### config.mk
export PLATFORM = sky130hd
export DESIGN_NAME = afferent_encoder
export DESIGN_NICKNAME = d
export VERILOG_FILES = /design/src/common/spindle_pkg.sv /design/src/hdl/afferent_encoder.sv
export SDC_FILE = /design/constraint.sdc
export NUM_CORES = 2
export LEC_CHECK = 0
export BUFFER_PORTS_ARGS = -buffer_cell sky130_fd_sc_hd__buf_2
export CORE_UTILIZATION = 30
export DETAILED_ROUTE_END_ITERATION = 7
export GPL_ROUTABILITY_DRIVEN = 1
export PLACE_DENSITY = 0.54
export SLEW_MARGIN = 0
export SYNTH_ARGS = -nofsm -noshare
export SYNTH_HDL_FRONTEND = slang
export SYNTH_SLANG_ARGS = --single-unit
### constraint.sdc
create_clock -name clk -period 11.1 [get_ports clk]
set_input_delay 2.22 -clock clk [delete_from_list [all_inputs] [get_ports clk]]
set_output_delay 2.22 -clock clk [all_outputs]
set_load 0.02 [all_outputs]
### src/common/spindle_pkg.sv
`default_nettype none

package spindle_pkg;

	// signed Q16.16 fixed point
	localparam int FRAC_BITS = 16;
	localparam int DT_SHIFT = 8;

	typedef logic signed [31:0] fix_t;

	typedef enum logic [1:0] {
		PH_BAG1  = 2'd0,
		PH_BAG2  = 2'd1,
		PH_CHAIN = 2'd2
	} phase_t;

	// x0 activation, x1 length, x2 velocity
	typedef struct packed {
		fix_t x0;
		fix_t x1;
		fix_t x2;
	} fiber_state_t;

	typedef struct packed {
		fix_t dx0;
		fix_t dx1;
		fix_t dx2;
	} fiber_deriv_t;

	typedef struct packed {
		fix_t gamma_dyn;
		fix_t gamma_sta;
		fix_t lce;
	} spindle_drive_t;

	typedef struct packed {
		fix_t bag1;
		fix_t bag2;
		fix_t chain;
	} fiber_damping_t;

	typedef struct packed {
		fix_t ia;
		fix_t ii;
	} afferent_rates_t;

	localparam fix_t FIX_ONE = 32'sd65536;

	// per-fiber tables, ordered bag1, bag2, chain
	localparam fix_t RATE_K [0:2] = '{32'sd439812, 32'sd319685, 32'sd0};
	localparam fix_t KSR_PLUS_KPR [0:2] = '{32'sd693214, 32'sd696464, 32'sd696464};
	localparam fix_t FORCE_GAIN [0:2] = '{32'sd1894, 32'sd4168, 32'sd6252};
	localparam fix_t IA_GAIN [0:2] = '{32'sd13107200, 32'sd6553600, 32'sd6553600};

	localparam fix_t KSR        = 32'sd685828;   // 10.4649
	localparam fix_t INV_MASS   = 32'sd3276800;  // 50.0, mass scaled up for dt
	localparam fix_t REST_FORCE = 32'sd21820;    // ksr*lsr0 - kpr*lpr0
	localparam fix_t LSR0       = 32'sd2621;     // 0.04
	localparam fix_t II_GAIN    = 32'sd4751360;  // 72.5
	localparam fix_t II_C0      = 32'sd45875;    // 0.7
	localparam fix_t II_C3      = 32'sd1035;     // 0.01579
	localparam fix_t II_C6      = 32'sd62915;    // 0.96
	localparam fix_t OCCLUSION  = 32'sd10224;    // 0.156
	localparam fix_t RATE_MAX   = 32'sd65536000; // 1000 pps
	localparam fix_t X1_INIT    = 32'sd62777;    // 0.9579

	// full product, rescaled and truncated back to one word
	function automatic fix_t fix_mul(input fix_t a, input fix_t b);
		logic signed [63:0] prod;
		logic signed [63:0] shifted;
		prod = 64'(a) * 64'(b);
		shifted = prod >>> FRAC_BITS;
		return shifted[31:0];
	endfunction

endpackage

`default_nettype wire

### src/hdl/afferent_encoder.sv
`timescale 1ns/1ps
`default_nettype none

module afferent_encoder (
	input  wire                          clk,
	input  wire                          reset,
	input  spindle_pkg::phase_t          phase,
	input  spindle_pkg::spindle_drive_t  drive,
	input  spindle_pkg::fix_t            new_length,
	output spindle_pkg::afferent_rates_t rates
);
	import spindle_pkg::*;

	fix_t stretch;
	fix_t ia_raw;
	fix_t ii_raw;
	fix_t ia_fiber;
	fix_t ii_fiber;
	fix_t ia_bag1_q;
	fix_t ia_bag2_q;
	fix_t ii_bag2_q;
	fix_t ia_sum;
	fix_t ia_larger;
	fix_t ia_smaller;
	afferent_rates_t muscle;

	// firing rate limited to [0, RATE_MAX]
	function automatic fix_t clamp_rate(input fix_t v);
		if (v < 0) begin
			return '0;
		end else if (v > RATE_MAX) begin
			return RATE_MAX;
		end
		return v;
	endfunction

	// sensory region stretch of the current fiber
	assign stretch = drive.lce - new_length - LSR0;

	always_comb begin
		ia_raw = fix_mul(IA_GAIN[phase], stretch);
		ii_raw = fix_mul(II_GAIN, fix_mul(II_C0, stretch)
			+ fix_mul(II_C3, drive.lce - stretch - II_C6));
		ia_fiber = clamp_rate(ia_raw);
		ii_fiber = clamp_rate(ii_raw);
	end

	// bag1 occludes the bag2 plus chain contribution
	always_comb begin
		ia_sum = ia_bag2_q + ia_fiber;
		if (ia_bag1_q >= ia_sum) begin
			ia_larger = ia_bag1_q;
			ia_smaller = ia_sum;
		end else begin
			ia_larger = ia_sum;
			ia_smaller = ia_bag1_q;
		end
		muscle.ia = ia_larger + fix_mul(OCCLUSION, ia_smaller);
		muscle.ii = ii_bag2_q + ii_fiber;
	end

	always_ff @(posedge clk or posedge reset) begin
		if (reset) begin
			ia_bag1_q <= '0;
			ia_bag2_q <= '0;
			ii_bag2_q <= '0;
			rates <= '0;
		end else begin
			case (phase)
				PH_BAG1: begin
					ia_bag1_q <= ia_fiber;
				end
				PH_BAG2: begin
					ia_bag2_q <= ia_fiber;
					ii_bag2_q <= ii_fiber;
				end
				default: begin
					rates <= muscle;
				end
			endcase
		end
	end

endmodule

`default_nettype wire

Yosys cells after proc, flatten, opt, wreduce, memory -nomap -nowiden
Index checks and enable logic that the tools add are counted.
{"block": "word_totals", "regBits": 160, "output_inout_bits": 64}
{"block": "classes", "n_addsub": 8, "n_mul": 5, "magnitude_cmp": 6, "n_eq_ne": 1, "muxes": 15, "bitwise_logic": 1, "n_reduce_logical": 2}
{"op": "$mux W32", "count": 10}
{"op": "$add A32 B32 Y32", "count": 2}
{"op": "$bmux W32 S2", "count": 1}
{"op": "$gt A32 B27 Y1 const B", "count": 2}
{"op": "$lt A32 B1 Y1 const B", "count": 2}
{"op": "$sub A32 B32 Y32", "count": 2}
{"op": "$mul A17 B32 Y48 const A", "count": 1}
{"op": "$mul A32 B32 Y48", "count": 1}
{"op": "$mul A12 B32 Y44 const A", "count": 1}
{"op": "$mul A11 B32 Y43 const A", "count": 1}
{"op": "$mul A9 B32 Y33 const A", "count": 1}
{"op": "$add A32 B28 Y32", "count": 1}
{"op": "$add A32 B31 Y32", "count": 1}
{"op": "$ge A32 B32 Y1", "count": 1}
{"op": "$sub A32 B13 Y32 const B", "count": 1}
{"op": "$sub A32 B17 Y32 const B", "count": 1}
{"op": "$mux W1", "count": 4}
{"op": "$ge A3 B3 Y1 const B", "count": 1}
{"op": "$not A2 Y3", "count": 1}
{"op": "$eq A2 B1 Y1 const B", "count": 1}
{"op": "$logic_not A2 Y1", "count": 1}
{"op": "$reduce_or A2 Y1", "count": 1}

Logic depth before layout (Yosys ltp)
{"block": "logic_depth", "depth_word": 14, "ltp_mapped": 103}

Least setup slack after synthesis
OpenSTA, ideal clock, no wires.
{"block": "synth_timing", "path_type": "input to register", "start": "input drive[2] (netlist bit)", "end": "register rates[63] (netlist bit)", "setup_time_ps": 87, "arrival_ps": 22319, "required_ps": 11013, "setup_slack_ps": -11306, "path_stages": 97, "n_path_buf": 4, "cell_sequence": "inv_1 -> ha_1 -> inv_1 -> ha_1 -> a21o_1 -> a21oi_1 -> o21bai_1 -> a211oi_1 -> nor2_1 -> nor2_1 -> o21bai_1 -> a21oi_1 -> xnor2_1 -> inv_1 -> nor2_1 -> ha_1 -> ha_1 -> inv_1 -> (+61 left out) -> nor2_1 -> nor2_1 -> xnor2_1 -> ha_1 -> a21o_1 -> a21o_1 -> a2111oi_0 -> o31ai_1 -> and2_1 -> o41ai_1 -> o211ai_1 -> o41a_1 -> a21bo_2 -> a41oi_1 -> o21ai_0 -> xnor2_1 -> a311o_1 -> o211ai_1"}
{"block": "synth_via", "elab_chain_len": 12, "elab_cells_between_ends": 15}
{"item": "start: declaration", "line_no": "afferent_encoder.sv:8", "rtl": "input spindle_pkg::spindle_drive_t drive,"}
{"item": "$sub A32 B32 Y32 (*)", "line_no": "afferent_encoder.sv:38", "rtl": "assign stretch = drive.lce - new_length - LSR0;"}
{"item": "$sub A32 B13 Y32 (*)", "line_no": "afferent_encoder.sv:38"}
{"item": "$mul A32 B32 Y48 (*)", "line_no": "spindle_pkg.sv:71", "rtl": "prod = 64'(a) * 64'(b);"}
{"item": "$gt A32 B27 Y1", "line_no": "afferent_encoder.sv:31", "rtl": "end else if (v > RATE_MAX) begin"}
{"item": "$mux W1", "line_no": "afferent_encoder.sv:31"}
{"item": "$mux W1", "line_no": "afferent_encoder.sv:29", "rtl": "if (v < 0) begin"}
{"item": "$mux W32 (*)", "line_no": "afferent_encoder.sv:34", "rtl": "return v;"}
{"item": "net ia_fiber[3]", "line_no": "afferent_encoder.sv:17", "rtl": "fix_t ia_fiber;"}
{"item": "$add A32 B32 Y32 (*)", "line_no": "afferent_encoder.sv:50", "rtl": "ia_sum = ia_bag2_q + ia_fiber;"}
{"item": "$ge A32 B32 Y1", "line_no": "afferent_encoder.sv:51", "rtl": "if (ia_bag1_q >= ia_sum) begin"}
{"item": "$mux W32", "line_no": "afferent_encoder.sv:51"}
{"item": "$mul A11 B32 Y43", "line_no": "spindle_pkg.sv:71"}
{"item": "$add A32 B31 Y32 (*)", "line_no": "afferent_encoder.sv:58", "rtl": "muscle.ia = ia_larger + fix_mul(OCCLUSION, ia_smaller);"}
{"item": "end signal: assignment", "line_no": "afferent_encoder.sv:78", "rtl": "rates <= muscle;"}
{"item": "end: declaration", "line_no": "afferent_encoder.sv:10", "rtl": "output spindle_pkg::afferent_rates_t rates"}
Mark *: on every way through the listed nets, which the timed path passes. The rest lies on a longest branch.
A chain may end at the register's enable or synchronous reset.

Worst setup path in the final report
Ends and elaborated chain as after synthesis.

==> impl_summary.md <==
Synthesis
The post-synthesis adder-cell area fraction is 49.95%. After synthesis, the cell types taking the most area are sky130_fd_sc_hd__ha_1, sky130_fd_sc_hd__fa_1, sky130_fd_sc_hd__dfrtp_1, sky130_fd_sc_hd__inv_1, sky130_fd_sc_hd__xnor2_1. The synthesized-area fraction occupied by xor and xnor cells is 6.671%. The synthesized design contains 156 register bits.

The cell count after synthesis is 5050. The number of synthesis warnings is 0. The cell area that synthesis handed to floorplanning was 45330 um2. The netlist uses 105 different library cells. Counting flops with a built-in enable in the synthesized netlist gives 0. The sequential-to-total area share from yosys stat is 8.611%. The share of the synthesized area in compound gates (AO/OA/AOI/OAI) is 14.03%.

The top cell type's share of synthesized area is 26.85%. For this run, the leading register cell type out of synthesis is sky130_fd_sc_hd__dfrtp_1. sky130_fd_sc_hd__inv_1 is the most common cell in the netlist. Summed over all instances, the cell type with the most area after synthesis is sky130_fd_sc_hd__ha_1. Counting flops with an async set or reset pin after synthesis yields a share of 100.0%. The fraction of synthesized area in multiplexers is 1.148%. The commonest cells after synthesis are sky130_fd_sc_hd__inv_1, sky130_fd_sc_hd__ha_1, sky130_fd_sc_hd__fa_1. The synthesized area divided by synthesized cell count is 8.977 um2.

Of the total synthesized cell area, the portion taken by AND, OR, NAND and NOR gates is 10.33%. After synthesis, the largest family of logic cells by area is adder cells.

Die
The number of rows in the core area is 142. The placeable core region is 150000 um2. Once the floorplan was initialized, standard cells occupied 30.23% of the core. The die is 390.7 um wide.

The number of I/O pins is 196. The die covers 152700 um2. The vertical extent of the die is 390.7 um.

Min path
The min-delay analysis places its worst path in the category register to register.

STA
After layout, the minimum clock period comes to 20.92 ns. The worst slew margin relative to its limit is 35.91%. The final cycle utilization of the critical path is 188.5%.

Timing would allow up to 0.04780 GHz. The summed negative setup slack over all endpoints is -597.23 ns. The actual slew at the worst max-slew pin is 0.9613 ns. The total count of hold-check failures in the final report is 0. Setup repair after global routing could not meet its margin everywhere. The final setup skew is 0.02037 ns. The final number of setup-violating endpoints is 90.

Setup slack on the critical path of the routed design comes to -9.822 ns. The final count of pins violating max slew came to 0.

Placed design
In this run the tool buffered the top-level ports with 131 buffer cells. The placed cell count is 8592. The global placement routability congestion is 0.8924. The HPWL after detailed placement is 112900 um.

Critical path
The cell that appears most often on the critical path is sky130_fd_sc_hd__fa_1. On the critical path, the stage with the largest delay is an instance of sky130_fd_sc_hd__fa_1. For the worst setup path, the data arrival time is 21.34 ns. The worst register-to-register path begins at ia_bag2_q[2]. Counting cells, the worst reg-to-reg path comes to 56. The worst setup path is launched from an input port. In this run the register-to-register setup slack is -0.61 ns.

The largest driver fanout on the critical path is 6. The critical path required time is 11.52 ns. The endpoint of the worst register-to-register path is rates[63]. The end of the critical path is rates[63]. The worst setup path is of the input port to register kind. The kind of end point of the critical path is a register.

In this design, the stage delay of the slowest critical-path cell is 0.54 ns. Tracing the worst setup path back leads to its startpoint at drive[2].

Global routing
The global-route total usage across every layer is 16.98%. The wire length of the first global-routing pass is 208500 um. Entering global routing, the biggest net connects 97 pins. The via count of the first global-routing pass is 40770.

After global routing the overflow that remains totals 0. The number of antenna violations at the first check in global routing is 3.

Clock tree
The total clock sinks is 156. The number of CTS-inserted buffers is 17. The hold buffer count at cts is 0. The clock input transition at the sequential cells of the worst setup and hold paths is 0.08 ns. The cell at the root of the clock tree is sky130_fd_sc_hd__clkbuf_16. TritonCTS built the clock tree. Counting along the longest clock path gives a buffer depth of 2. At the later pin of the worst-skew pair, clock insertion delay measures 0.50 ns. The total number of H-tree levels is 4.

Flow run
The max-cap check violation count is 0.

Drt
In the final routed layout, each cell accounts on average for 14.78 um. The detailed-router iteration count before antenna repair is 5. The total wirelength of the detailed-routed design is 129500 um. The first routing iteration left 1358 violations. In the routed layout, each cell is associated on average with a via count of 4.502. Across all layers, the routed design uses 39440 vias.

The detail route stage leaves a number of antenna-violating nets equal to 0. For this run, design rule violations remaining after detail routing come to 0.

Final layout
The finished layout holds 8760 standard cells, fillers aside. After the last flow step, the layout net total stands at 8358. The number of diodes added for antenna fixing is 0.

The synthesis-to-layout area growth is 42.87%. For this run, the share of the core covered by cells in the final layout is 43.19%. Cells with a size suffix above 1 make up 35.29% of the layout. The number of fill cells is 14770.

Run status
The run finished, with violations left. The final reports fail on negative setup slack.
==> cell type report <==
type,instances,area [um2],share of cell area (%)
timing repair buffer,1706,12890,19.90
sequential,156,3904,6.027
inverter,1040,3945,6.091
clock buffer,17,425.4,0.6568
clock inverter,15,145.1,0.2241
tap,2016,2522,3.895
multi-input combinational,3810,40940,63.21
==> repair_timing <==
item | in CTS | in global routing
endpoints found under the setup margin | 90 | 90
gates cloned | 3 | 4
buffers inserted | 90 | 53
gates resized for setup | 370 | 199
pin swaps | 262 | 219
==> placed cells by master (no fill, tap or decap), drive strengths merged, types with 32 or more instances in the layout <==
| cell | instances |
|---|---|
| nand2 | 236 |
| inv | 1049 |
| nor2 | 278 |
| o21a | 64 |
| nor2b | 74 |
| and2 | 77 |
| nand3 | 52 |
| a21o | 111 |
| fa | 522 |
| ha | 973 |
| o21ai | 236 |
| nor3 | 51 |
| nand2b | 47 |
| buf | 1705 |
| a21oi | 256 |
| xnor2 | 228 |
| xor2 | 100 |
| and3 | 33 |
| dfrtp | 156 |
| o2bb2ai | 32 |
| or2 | 33 |
==> state kept, by name, summed over array words and instances (netlist names) <==
name	cells
ia_bag1_q	30
ii_bag2_q	32
ia_bag2_q	30
rates	64
==> routing by layer <==
| metal | routed length (um) | track usage, % |
|---|---|---|
| met2 | 61220 | 28.79 |
| met1 | 62320 | 23.22 |
| met3 | 3579 | 1.725 |
| met5 | 23 | 0 |
| met4 | 2310 | 3.515 |
==> cell families (layout without fill, tap and decap cells) <==
family                   count (synthesis)  in the layout
multiplexers                            46             46
XOR/XNOR                               334            335
buffers and inverters                 1105           2778
other                                    2             19
AND/OR/NAND/NOR                        963            966
flip-flops                             156            156
adder cells (fa/ha/maj)               1497           1497
AO/OA/AOI/OAI                          947            947
==> metrics by stage <==
stage	worst slack, ns	hold WS (ns)	cell area (um2)
2_1_floorplan	-10.02	0.4587	46600
3_3_place_gp	-11.08	0.4556	60310
3_5_place_dp	-11.46	0.4653	60310
4_1_cts	-9.921	0.4835	63400
5_1_grt	-10.83	0.5012	64770
6_report	-9.822	0.4762	64770
==> how the worst min path moves through the flow <==
stage,start,slack [ns],end,cells past startpoint
2_1_floorplan,ia_bag2_q[10],0.46,ia_bag2_q[10],1
3_3_place_gp,rates[33],0.46,rates[33],2
3_5_place_dp,rates[0],0.47,rates[0],2
4_1_cts,rates[0],0.48,rates[0],2
5_1_grt,rates[41],0.50,rates[41],2
6_report,rates[0],0.48,rates[0],2
==> critical path: cells and delay by family <==
| family | cells | cell delay, ns |
|---|---|---|
| adders and majority gates | 20 | 7.13 |
| xor gates and xnor gates | 5 | 1.18 |
| muxes | 1 | 0.09 |
| and+or+nand+nor | 14 | 1.68 |
| buffers and inverters | 21 | 1.89 |
| AOI/OAI and AO/OA | 34 | 7.09 |
Power is not shown: default switching activity piles up to over one toggle a cycle in this logic, so the estimate is an artifact.
