===== src/common/spindle_pkg.sv =====
`default_nettype none

package spindle_pkg;

	// signed Q16.16 fixed point
	localparam int FRAC_BITS = 16;
	localparam int DT_SHIFT = 8;

	typedef logic signed [31:0] fix_t;

	typedef enum logic [1:0] {
		PH_BAG1  = 2'd0,
		PH_BAG2  = 2'd1,
		PH_CHAIN = 2'd2
	} phase_t;

	// x0 activation, x1 length, x2 velocity
	typedef struct packed {
		fix_t x0;
		fix_t x1;
		fix_t x2;
	} fiber_state_t;

	typedef struct packed {
		fix_t dx0;
		fix_t dx1;
		fix_t dx2;
	} fiber_deriv_t;

	typedef struct packed {
		fix_t gamma_dyn;
		fix_t gamma_sta;
		fix_t lce;
	} spindle_drive_t;

	typedef struct packed {
		fix_t bag1;
		fix_t bag2;
		fix_t chain;
	} fiber_damping_t;

	typedef struct packed {
		fix_t ia;
		fix_t ii;
	} afferent_rates_t;

	localparam fix_t FIX_ONE = 32'sd65536;

	// per-fiber tables, ordered bag1, bag2, chain
	localparam fix_t RATE_K [0:2] = '{32'sd439812, 32'sd319685, 32'sd0};
	localparam fix_t KSR_PLUS_KPR [0:2] = '{32'sd693214, 32'sd696464, 32'sd696464};
	localparam fix_t FORCE_GAIN [0:2] = '{32'sd1894, 32'sd4168, 32'sd6252};
	localparam fix_t IA_GAIN [0:2] = '{32'sd13107200, 32'sd6553600, 32'sd6553600};

	localparam fix_t KSR        = 32'sd685828;   // 10.4649
	localparam fix_t INV_MASS   = 32'sd3276800;  // 50.0, mass scaled up for dt
	localparam fix_t REST_FORCE = 32'sd21820;    // ksr*lsr0 - kpr*lpr0
	localparam fix_t LSR0       = 32'sd2621;     // 0.04
	localparam fix_t II_GAIN    = 32'sd4751360;  // 72.5
	localparam fix_t II_C0      = 32'sd45875;    // 0.7
	localparam fix_t II_C3      = 32'sd1035;     // 0.01579
	localparam fix_t II_C6      = 32'sd62915;    // 0.96
	localparam fix_t OCCLUSION  = 32'sd10224;    // 0.156
	localparam fix_t RATE_MAX   = 32'sd65536000; // 1000 pps
	localparam fix_t X1_INIT    = 32'sd62777;    // 0.9579

	// full product, rescaled and truncated back to one word
	function automatic fix_t fix_mul(input fix_t a, input fix_t b);
		logic signed [63:0] prod;
		logic signed [63:0] shifted;
		prod = 64'(a) * 64'(b);
		shifted = prod >>> FRAC_BITS;
		return shifted[31:0];
	endfunction

endpackage

`default_nettype wire


===== src/fiber/fiber_state_bank.sv =====
`timescale 1ns/1ps
`default_nettype none

module fiber_state_bank (
	input  wire                       clk,
	input  wire                       reset,
	input  spindle_pkg::phase_t       phase,
	input  spindle_pkg::fiber_deriv_t deriv,
	output spindle_pkg::fiber_state_t cur_state,
	output spindle_pkg::fix_t         new_length
);
	import spindle_pkg::*;

	// one state word set per fiber, indexed by phase
	fiber_state_t fiber_q [0:2];
	fiber_state_t next_state;

	// forward euler with dt = 2^-DT_SHIFT
	function automatic fix_t euler_step(input fix_t x, input fix_t dx);
		fix_t scaled;
		scaled = dx >>> DT_SHIFT;
		return x + scaled;
	endfunction

	always_comb begin
		case (phase)
			PH_BAG1: begin
				cur_state = fiber_q[0];
			end
			PH_BAG2: begin
				cur_state = fiber_q[1];
			end
			default: begin
				cur_state = fiber_q[2];
			end
		endcase
	end

	always_comb begin
		next_state.x0 = euler_step(cur_state.x0, deriv.dx0);
		next_state.x1 = euler_step(cur_state.x1, deriv.dx1);
		next_state.x2 = euler_step(cur_state.x2, deriv.dx2);
	end

	// updated length feeds the afferent encoder in the same cycle
	assign new_length = next_state.x1;

	always_ff @(posedge clk or posedge reset) begin
		if (reset) begin
			for (int i = 0; i < 3; i++) begin
				fiber_q[i] <= '{x0: '0, x1: X1_INIT, x2: '0};
			end
		end else begin
			case (phase)
				PH_BAG1: begin
					fiber_q[0] <= next_state;
				end
				PH_BAG2: begin
					fiber_q[1] <= next_state;
				end
				default: begin
					fiber_q[2] <= next_state;
				end
			endcase
		end
	end

endmodule

`default_nettype wire


===== config.mk =====
export PLATFORM = sky130hd
export DESIGN_NAME = fiber_state_bank
export DESIGN_NICKNAME = d
export VERILOG_FILES = /design/src/common/spindle_pkg.sv /design/src/fiber/fiber_state_bank.sv
export SDC_FILE = /design/constraint.sdc
export NUM_CORES = 1
export LEC_CHECK = 0
export ABC_CLOCK_PERIOD_IN_PS = 13300
export BUFFER_PORTS_ARGS = -buffer_cell sky130_fd_sc_hd__buf_2
export CAP_MARGIN = 20
export CORE_ASPECT_RATIO = 0.75
export CORE_MARGIN = 2
export CORE_UTILIZATION = 59
export DETAILED_ROUTE_END_ITERATION = 7
export HOLD_SLACK_MARGIN = 0.02
export PLACE_DENSITY = 0.85
export SYNTH_ARGS = -nofsm -noshare
export SYNTH_HDL_FRONTEND = slang
export SYNTH_SLANG_ARGS = --single-unit
export TNS_END_PERCENT = 20

===== constraint.sdc =====
create_clock -name clk -period 13.3 [get_ports clk]
set_input_delay 2.66 -clock clk [delete_from_list [all_inputs] [get_ports clk]]
set_output_delay 2.66 -clock clk [all_outputs]
set_load 0.02 [all_outputs]

; ---- After elaboration in Yosys (flattened, before gate mapping)
; Cells that the tools add are included.
[classes]
add_sub_neg = 3
n_eq_ne = 1
muxes = 1
reduce_logical = 2
[op_table]
columns = operator, count
row1 = one-hot mux 96 bit (2 select lines), 1
row2 = adder 32 x 24 -> 32 bit, 3
row3 = "equality test 2 x 1 -> 1 bit, second input constant", 1
row4 = zero test 2 bit, 1
row5 = OR reduction 2 bit, 1
[word_totals]
reg_bits = 288
input_bits = 100
output_inout_bits = 128
elab_cells = 16

; ---- Longest topological paths before layout
; Gate-level depths: netlist of run 1.
[logic_depth]
ltp_word = 3
mapped_depth = 19
ltp_nobuf = 15

; ---- Worst setup path after synthesis of run 1
; No wires, ideal clock.
[synth_path]
path_type = input to output
start = input phase[0]
end = output new_length[30]
arrival_time_ns = 6.999
required_ns = 10.640
setup_slack_ns = 3.641
path_stages = 18
n_path_buf = 4
cell_sequence = clkbuf_1 clkbuf_1 clkbuf_1 mux2i_1 o21ai_0 ha_1 inv_1 fa_1 nor2b_1 o21a_1 o21ai_2 a2111oi_2 nor3_2 o41ai_2 a221o_1 xnor2_1 inv_1 buf_4
[synth_rtl]
columns = element, line
row1 = from (decl), fiber_state_bank.sv:7  ; input spindle_pkg::phase_t phase,
row2 = to (decl), fiber_state_bank.sv:10  ; output spindle_pkg::fix_t new_length

; ---- Worst setup path in the final report of run 1
[layout_path]
start = input phase[1]
end = output new_length[28]
[layout_via]
elab_chain_len = 3
[layout_rtl]
columns = element, line
row1 = equality test 2 x 1 -> 1 bit / zero test 2 bit (equally long branches), fiber_state_bank.sv:26  ; case (phase)
row2 = one-hot mux 96 bit (2 select lines) *, fiber_state_bank.sv:26
row3 = adder 32 x 24 -> 32 bit *, fiber_state_bank.sv:22  ; return x + scaled;
; Every way passes the cells marked *; elsewhere a longest branch is shown, timed or not.

==> flow_summary_export.csv, run 1 <==
group,metric,value,unit
outcome,status,"finished, final reports clean",
power,vdd_drop_max,0.173,mV
cts,cts_max_level,1,
logic_synthesis,ys.flop_type,"dfrtp_1",
cts,clock_latency,570,ps
drt,vias_per_cell,5.84,
drt,drtPass1Iterations,6,
die,ioPinCount,228,
cts,cts.sinks,288,
critical_path,critPathCaptureType,"output port",
global_routing,grt_pass1_vias,14300,
cts,cts_resized,0,
logic_synthesis,yosysWarnings,0,
sta,worstMarginPinSlew,1020,ps
power,power.leakage,9.60,nW
placement,pre_cts_slack,3760,ps
critical_path,cp_max_fo,88,
finish,largest_reg_flops,288,
logic_synthesis,syn_area_per_cell,8.85,µm²
cts,post-cts-setup-buffers,0,
drt,ant_nets,0,
logic_synthesis,synth_cells,1985,
job,max_cap_viol_count,0,
finish,drive_gt1_share,17.5,%
global_routing,track_usage,27.9,%
cts,cts_tree,"built",
logic_synthesis,yosysSeqAreaShare,41.2,%
finish,seqCellArea,7240,µm²
sta,fin_worst_skew,24.4,ps
finish,multiInputGateArea,9440,µm²
finish,area_growth,11.9,%
critical_path,crit_type,"in2out",
drt,drt-initial-drc-count,1147,
sta,slew_headroom,32.0,%
power,powerDensity,260,nW/µm²
critical_path,arrival,6970,ps
cts,clk_pin_slew,70,ps
die,initial_core_util,60.2,%
finish,final_util,67.3,%
drt,vias,14600,
logic_synthesis,synth_area,17600,µm²
finish,top_regs,"fiber_q: 288 flops",
sta,fin_setup_tns,0,ps
global_routing,grt_pass1_wl,71400,µm
global_routing,antenna_found_initial,4,
sta,timing.final.ws_setup,3670,ps
critical_path,max_stage_delay,770,ps
sta,slew_violations,0,
drt,avgRoutedWirePerCell,17.4,µm
die,core-area,29200,µm²
critical_path,cp-start-kind,"input pin",
logic_synthesis,synth-edff-count,0,
die,die-area,31200,µm²
finish,nets,2280,
critical_path,slowest_stage,"buf_4",
logic_synthesis,synth-async-reset-ratio,100,%
drt,drt-total-wl,43500,µm
sta,post-route-period-util,72.4,%
sta,final-hold-violation-count,0,
logic_synthesis,ys_seq_elements,288,
placement,gp_congestion,0.901,
placement,numPortBuffers,203,
global_routing,grt_max_degree,150,
cts,cts-root-buf,"clkbuf_16",
cts,cts_max_path_buffers,3,
cts,cts_hold_buf,0,
cts,numCtsBuffers,30,
die,die_w,203,µm
worst_hold_path,hp-class,"reg2reg",
global_routing,grt_remaining_overflow,0,
critical_path,cp.required,10640,ps
sta,max_freq,104,MHz
critical_path,cp_common_cell,"inv_1",
sta,setup_viol,0,
logic_synthesis,synth_fp_nets,2181,
die,fp-row-count,54,
sta,finalCriticalPeriod,9630,ps
sta,grt_setup_unrepaired,"false",
critical_path,crit_chain,"buf_6 > buf_4 > nand2_1 > o21ai_0 > inv_1 > fa_1 > nor2b_1 > o21a_1 > o21ai_2 > a21oi_1 > a211oi_2 > o41ai_2 > a41oi_1 > xor2_1 > inv_1 > buf_2",
finish,largest-register,"fiber_q",
die,fp.dieH,153,µm
drt,remaining_drc_errors,0,
placement,place_hpwl,29400,µm
logic_synthesis,synth_cell_types,72,
power,p_total,0.00511,W
critical_path,ff2ff_setup_slack,9090,ps
finish,fill_cells,2339,
logic make-up (layout without fill, tap and decap cells):
group	count (synthesis)	after routing	share of synthesized area, %
AND/OR/NAND/NOR	566	566	13.4
multiplexers	137	137	8.08
AO/OA/AOI/OAI	605	605	20.5
flip-flops	288	288	41.2
buffers and inverters	199	322	5.11
XOR/XNOR	94	94	4.69
other	0	3	0
adder cells (fa/ha/maj)	96	96	6.97
power breakdown:
| part | internal (W) | switching, W | total, W | leakage (nW) |
|---|---|---|---|---|
| Combinational | 0.000968 | 0.00165 | 0.00262 | 5.58 |
| Sequential | 0.00133 | 0.000220 | 0.00155 | 3.46 |
| Clock | 0.000576 | 0.000365 | 0.000941 | 0.552 |
| Total | 0.00288 | 0.00223 | 0.00511 | 9.60 |
final timing paths:
check / start / cells past startpoint / to
worst max-delay path: phase[1] / 16 / new_length[28]
worst min-delay path: fiber_q[128] / 2 / fiber_q[128]
worst max register to register: fiber_q[128] / 15 / fiber_q[62]
worst min register to register: fiber_q[128] / 2 / fiber_q[128]
max in group asynchronous: reset / 5 / fiber_q[130]
min in group asynchronous: reset / 2 / fiber_q[258]
worst max-delay path: cells and delay by family:
kind	cells	cell delay, ps
adder cells (fa/ha/maj)	1	420
XOR/XNOR	1	380
buffers and inverters	5	1570
AND/OR/NAND/NOR	2	220
AO/OA/AOI/OAI	7	1650
cells in the mapped netlist, types with 3 or more instances:
cell	n	area, µm²
nand2_1	412	1550
o21ai_0	346	1730
dfrtp_1	258	6460
mux2i_1	99	991
clkbuf_1	93	349
ha_1	93	1160
a21oi_1	83	415
a21o_1	63	473
nor2_1	56	210
inv_1	52	195
xor2_1	48	420
xnor2_1	46	403
mux2_2	38	428
buf_4	32	240
dfstp_2	30	788
nand3_1	20	100
a31oi_1	16	100
nor3_1	14	70.1
nor2b_1	13	81.3
o21bai_1	13	97.6
buf_1	11	41.3
o21a_1	10	75.1
nand2b_1	9	56.3
nand4_1	9	56.3
a211oi_1	8	60.1
and3_1	8	50.1
buf_2	7	35.0
o211ai_1	7	52.6
o31ai_1	7	52.6
a211o_1	6	52.6
a221o_1	5	50.1
a31o_2	5	43.8
and2_1	5	31.3
a211oi_2	3	37.5
and4_1	3	26.3
buf_6	3	33.8
fa_1	3	60.1
or2_2	3	18.8
or3_1	3	18.8
cell type report:
type / instances / area share, %
multi-input combinational: 1498 / 48.0
sequential: 288 / 36.9
timing repair buffer: 213 / 5.82
clock buffer: 38 / 4.39
tap: 392 / 2.50
clock inverter: 18 / 1.32
inverter: 53 / 1.05
antenna: 3 / 0.0382
layout by cell type (no fill, tap or decap), types with 9 or more instances in the layout:
cell type  instances
nand2_1          411
o21ai_0          346
dfrtp_1          258
buf_2            201
mux2i_1           99
ha_1              93
a21oi_1           83
a21o_1            63
nor2_1            55
inv_1             51
xor2_1            48
xnor2_1           46
mux2_2            38
clkbuf_16         31
dfstp_2           30
nand3_1           20
a31oi_1           16
nor3_1            14
o21bai_1          13
nor2b_1           12
o21a_1            10
nand2b_1           9
nand4_1            9
routing by layer:
metal | up-vias | GRT usage (%) | wire [µm]
met5 | - | 0 | 13
met2 | 516 | 45.2 | 20100
li1 | 7099 | - | -
met4 | 2 | 8.55 | 1030
met1 | 6929 | 38.3 | 19300
met3 | 78 | 4.78 | 3010
metrics by stage:
step           hold slack, ps  std cells  area (µm²)
2_1_floorplan             439       1985       17600
3_3_place_gp              448       2442       18500
6_report                  462       2503       19700
4_1_cts                   464       2498       19600
5_1_grt                   495       2502       19700
3_5_place_dp              453       2442       18500
(Power assumes the default switching activity.)
==> run 2: changes to the inputs <==
Settings changed: ABC_AREA set to 1, ABC_CLOCK_PERIOD_IN_PS 13300 to 9900, CORE_UTILIZATION 59 to 60, PLACE_DENSITY 0.85 to 0.86.
Clock period 13.3 ns to 9.9 ns, I/O delays scaled along.
==> run 2 against run 1 <==
Against the previous run: count of clock-buffer cells in the layout is 5 higher; critical path depth rose by 5; clock power increased by 24%; combinational power rose by 34%.
==> flow_summary_export.csv, run 2 <==
group,metric,value,unit
placement,place_hpwl,40100,µm
finish,top_regs,"fiber_q: 288 flops",
global_routing,antenna_found_initial,0,
placement,gp_congestion,0.966,
finish,largest_reg_flops,288,
critical_path,cp_common_cell,"nand2_1",
sta,finalCriticalPeriod,7900,ps
die,initial_core_util,60.8,%
cts,cts_max_level,1,
logic_synthesis,synth_cell_types,35,
die,die-area,34300,µm²
sta,slew_violations,0,
cts,numCtsBuffers,30,
logic_synthesis,synth-edff-count,0,
drt,avgRoutedWirePerCell,15.4,µm
drt,vias_per_cell,5.42,
logic_synthesis,synth_area_leaders,"dfrtp_1, nand2_1, inv_1",
cts,clk_pin_slew,60,ps
logic_synthesis,ys_seq_elements,288,
finish,area_growth,10.4,%
finish,largest-register,"fiber_q",
global_routing,grt_pass1_wl,89400,µm
drt,remaining_drc_errors,0,
finish,final_common_cell,"nand2_1",
die,ioPinCount,228,
cts,cts-root-buf,"clkbuf_16",
sta,max_freq,127,MHz
power,vdd_drop_max,0.189,mV
logic_synthesis,yosysMostFrequentCell,"nand2_1",
job,max_cap_viol_count,0,
cts,cts_hold_buf,0,
sta,fin_worst_skew,22.7,ps
logic_synthesis,yosysSeqAreaShare,36.8,%
critical_path,crit_type,"in2out",
global_routing,grt_remaining_overflow,0,
cts,clock_latency,590,ps
drt,ant_nets,0,
die,core-area,32400,µm²
logic_synthesis,yosysTopAreaCell,"dfrtp_1",
die,fp.dieH,161,µm
critical_path,max_stage_delay,600,ps
drt,drt-initial-drc-count,1844,
finish,fill_cells,2913,
critical_path,slowest_stage,"inv_6",
sta,setup_viol,0,
drt,drt-total-wl,55100,µm
finish,drive_gt1_share,10.2,%
placement,numPortBuffers,203,
finish,final_util,67.2,%
critical_path,cp-start-kind,"input pin",
critical_path,cp_max_fo,110,
cts,post-cts-setup-buffers,0,
sta,grt_setup_unrepaired,"false",
drt,vias,19400,
cts,cts_resized,0,
finish,diodes,0,
global_routing,track_usage,32.2,%
sta,fin_setup_tns,0,ps
global_routing,grt_pass1_vias,18300,
logic_synthesis,ys.flop_type,"dfrtp_1",
logic_synthesis,synth_fp_nets,3190,
die,fp-row-count,57,
drt,drtPass1Iterations,7,
critical_path,critPathCaptureType,"output port",
die,die_w,213,µm
logic_synthesis,synth_area,19700,µm²
cts,cts_max_path_buffers,3,
critical_path,crit_chain,"buf_2 > buf_4 > nor2_4 > inv_6 > o22ai_1 > a21oi_1 > ha_1 > inv_1 > fa_1 > inv_1 > nand3_1 > nand2_2 > nand2_1 > nand2_1 > nand2_1 > nand2_2 > nand2_1 > nand2_1 > nand2_1 > and2_1 > buf_2",
logic_synthesis,yosysWarnings,0,
logic_synthesis,synthTopCellsByCount,"nand2_1, inv_1, dfrtp_1, nand3_1, nor2_1",
sta,worstMarginPinSlew,967,ps
outcome,status,"finished, final reports clean",
critical_path,cp.required,7920,ps
sta,slew_headroom,35.4,%
power,powerDensity,308,nW/µm²
finish,nets,3313,
sta,final-hold-violation-count,0,
cts,cts_tree,"built",
logic_synthesis,synth_cells,2994,
logic_synthesis,netlist.area_leader.share,32.8,%
global_routing,grt_max_degree,123,
logic_synthesis,synth-async-reset-ratio,100,%
sta,post-route-period-util,79.8,%
power,power.leakage,12.6,nW
finish,final_cell_mix,"nand2_1, inv_1, dfrtp_1",
critical_path,arrival,5920,ps
worst_hold_path,hp-class,"reg2reg",
logic_synthesis,syn_area_per_cell,6.58,µm²
cts,cts.sinks,288,
run 2: cell count changes in the layout (fill, tap and decap cells not counted), sizes merged, moves of 38 or more:
cell,delta
nand2,+776
inv,+375
o21ai,-234
nand3,+216
nor2,+173
mux2i,-99
o22ai,+88
a21o,-61
mux2,-38
run 2: power breakdown:
part	switching (W)	leakage [nW]	total [W]	internal, W
Sequential	0.000277	3.46	0.00203	0.00175
Combinational	0.00237	8.61	0.00350	0.00113
Clock	0.000486	0.503	0.00117	0.000688
run 2: cell type report:
cell class / instances / area (µm²) / share of cell area, %
Multi-Input combinational cell: 2151 / 10200 / 46.8
Sequential cell: 288 / 7240 / 33.3
Timing Repair Buffer: 217 / 1120 / 5.15
Inverter: 429 / 1630 / 7.49
Clock inverter: 11 / 155 / 0.713
Tap cell: 442 / 553 / 2.54
Clock buffer: 43 / 870 / 4.00
run 2: metal layers:
layer	wire length, µm	track usage [%]	part of all wire [%]
met5	0	0	0
met4	1060	7.32	1.9
met3	4130	4.83	7.5
met2	24700	51.3	45
met1	25300	46.6	46
run 2: final timing paths:
path / from / slack, ps / end / cells after the start
max in group asynchronous: reset / 6910 / fiber_q[154] / 3
worst min-delay path: fiber_q[35] / 470 / fiber_q[35] / 2
worst max register to register: fiber_q[32] / 6840 / fiber_q[152] / 17
worst min register to register: fiber_q[35] / 470 / fiber_q[35] / 2
worst max-delay path: phase[1] / 2000 / new_length[24] / 21
min in group asynchronous: reset / 1560 / fiber_q[164] / 2
run 2: critical path: cells and delay by family:
family,cells,cell delay (ps)
AND/OR/NAND/NOR,11,1210
adder cells (fa/ha/maj),2,750
buffers and inverters,6,1500
AO/OA/AOI/OAI,2,380
run 2: kinds of logic (layout without fill, tap and decap cells):
family | Yosys count | count (layout) | share of synthesized area (%)
compound gates | 312 | 312 | 8.70
buf+inv | 555 | 700 | 11.6
xor+xnor | 44 | 44 | 2.11
simple gates | 1699 | 1699 | 34.6
fa+ha+maj | 96 | 96 | 6.21
flops | 288 | 288 | 36.8
run 2: through the flow:
stage               setup WS (ps)  cell area (µm²)  power (W)  hold slack (ps)  instances
floorplan                    20.6            19700    0.00463              441       2994
global placement             2180            20700    0.00534              454       3527
finish                       2000            21800    0.00670              469       3581
global route                 1760            21800    0.00724              480       3581
CTS                          2040            21800    0.00668              471       3581
detailed placement           2080            20700    0.00547              460       3527
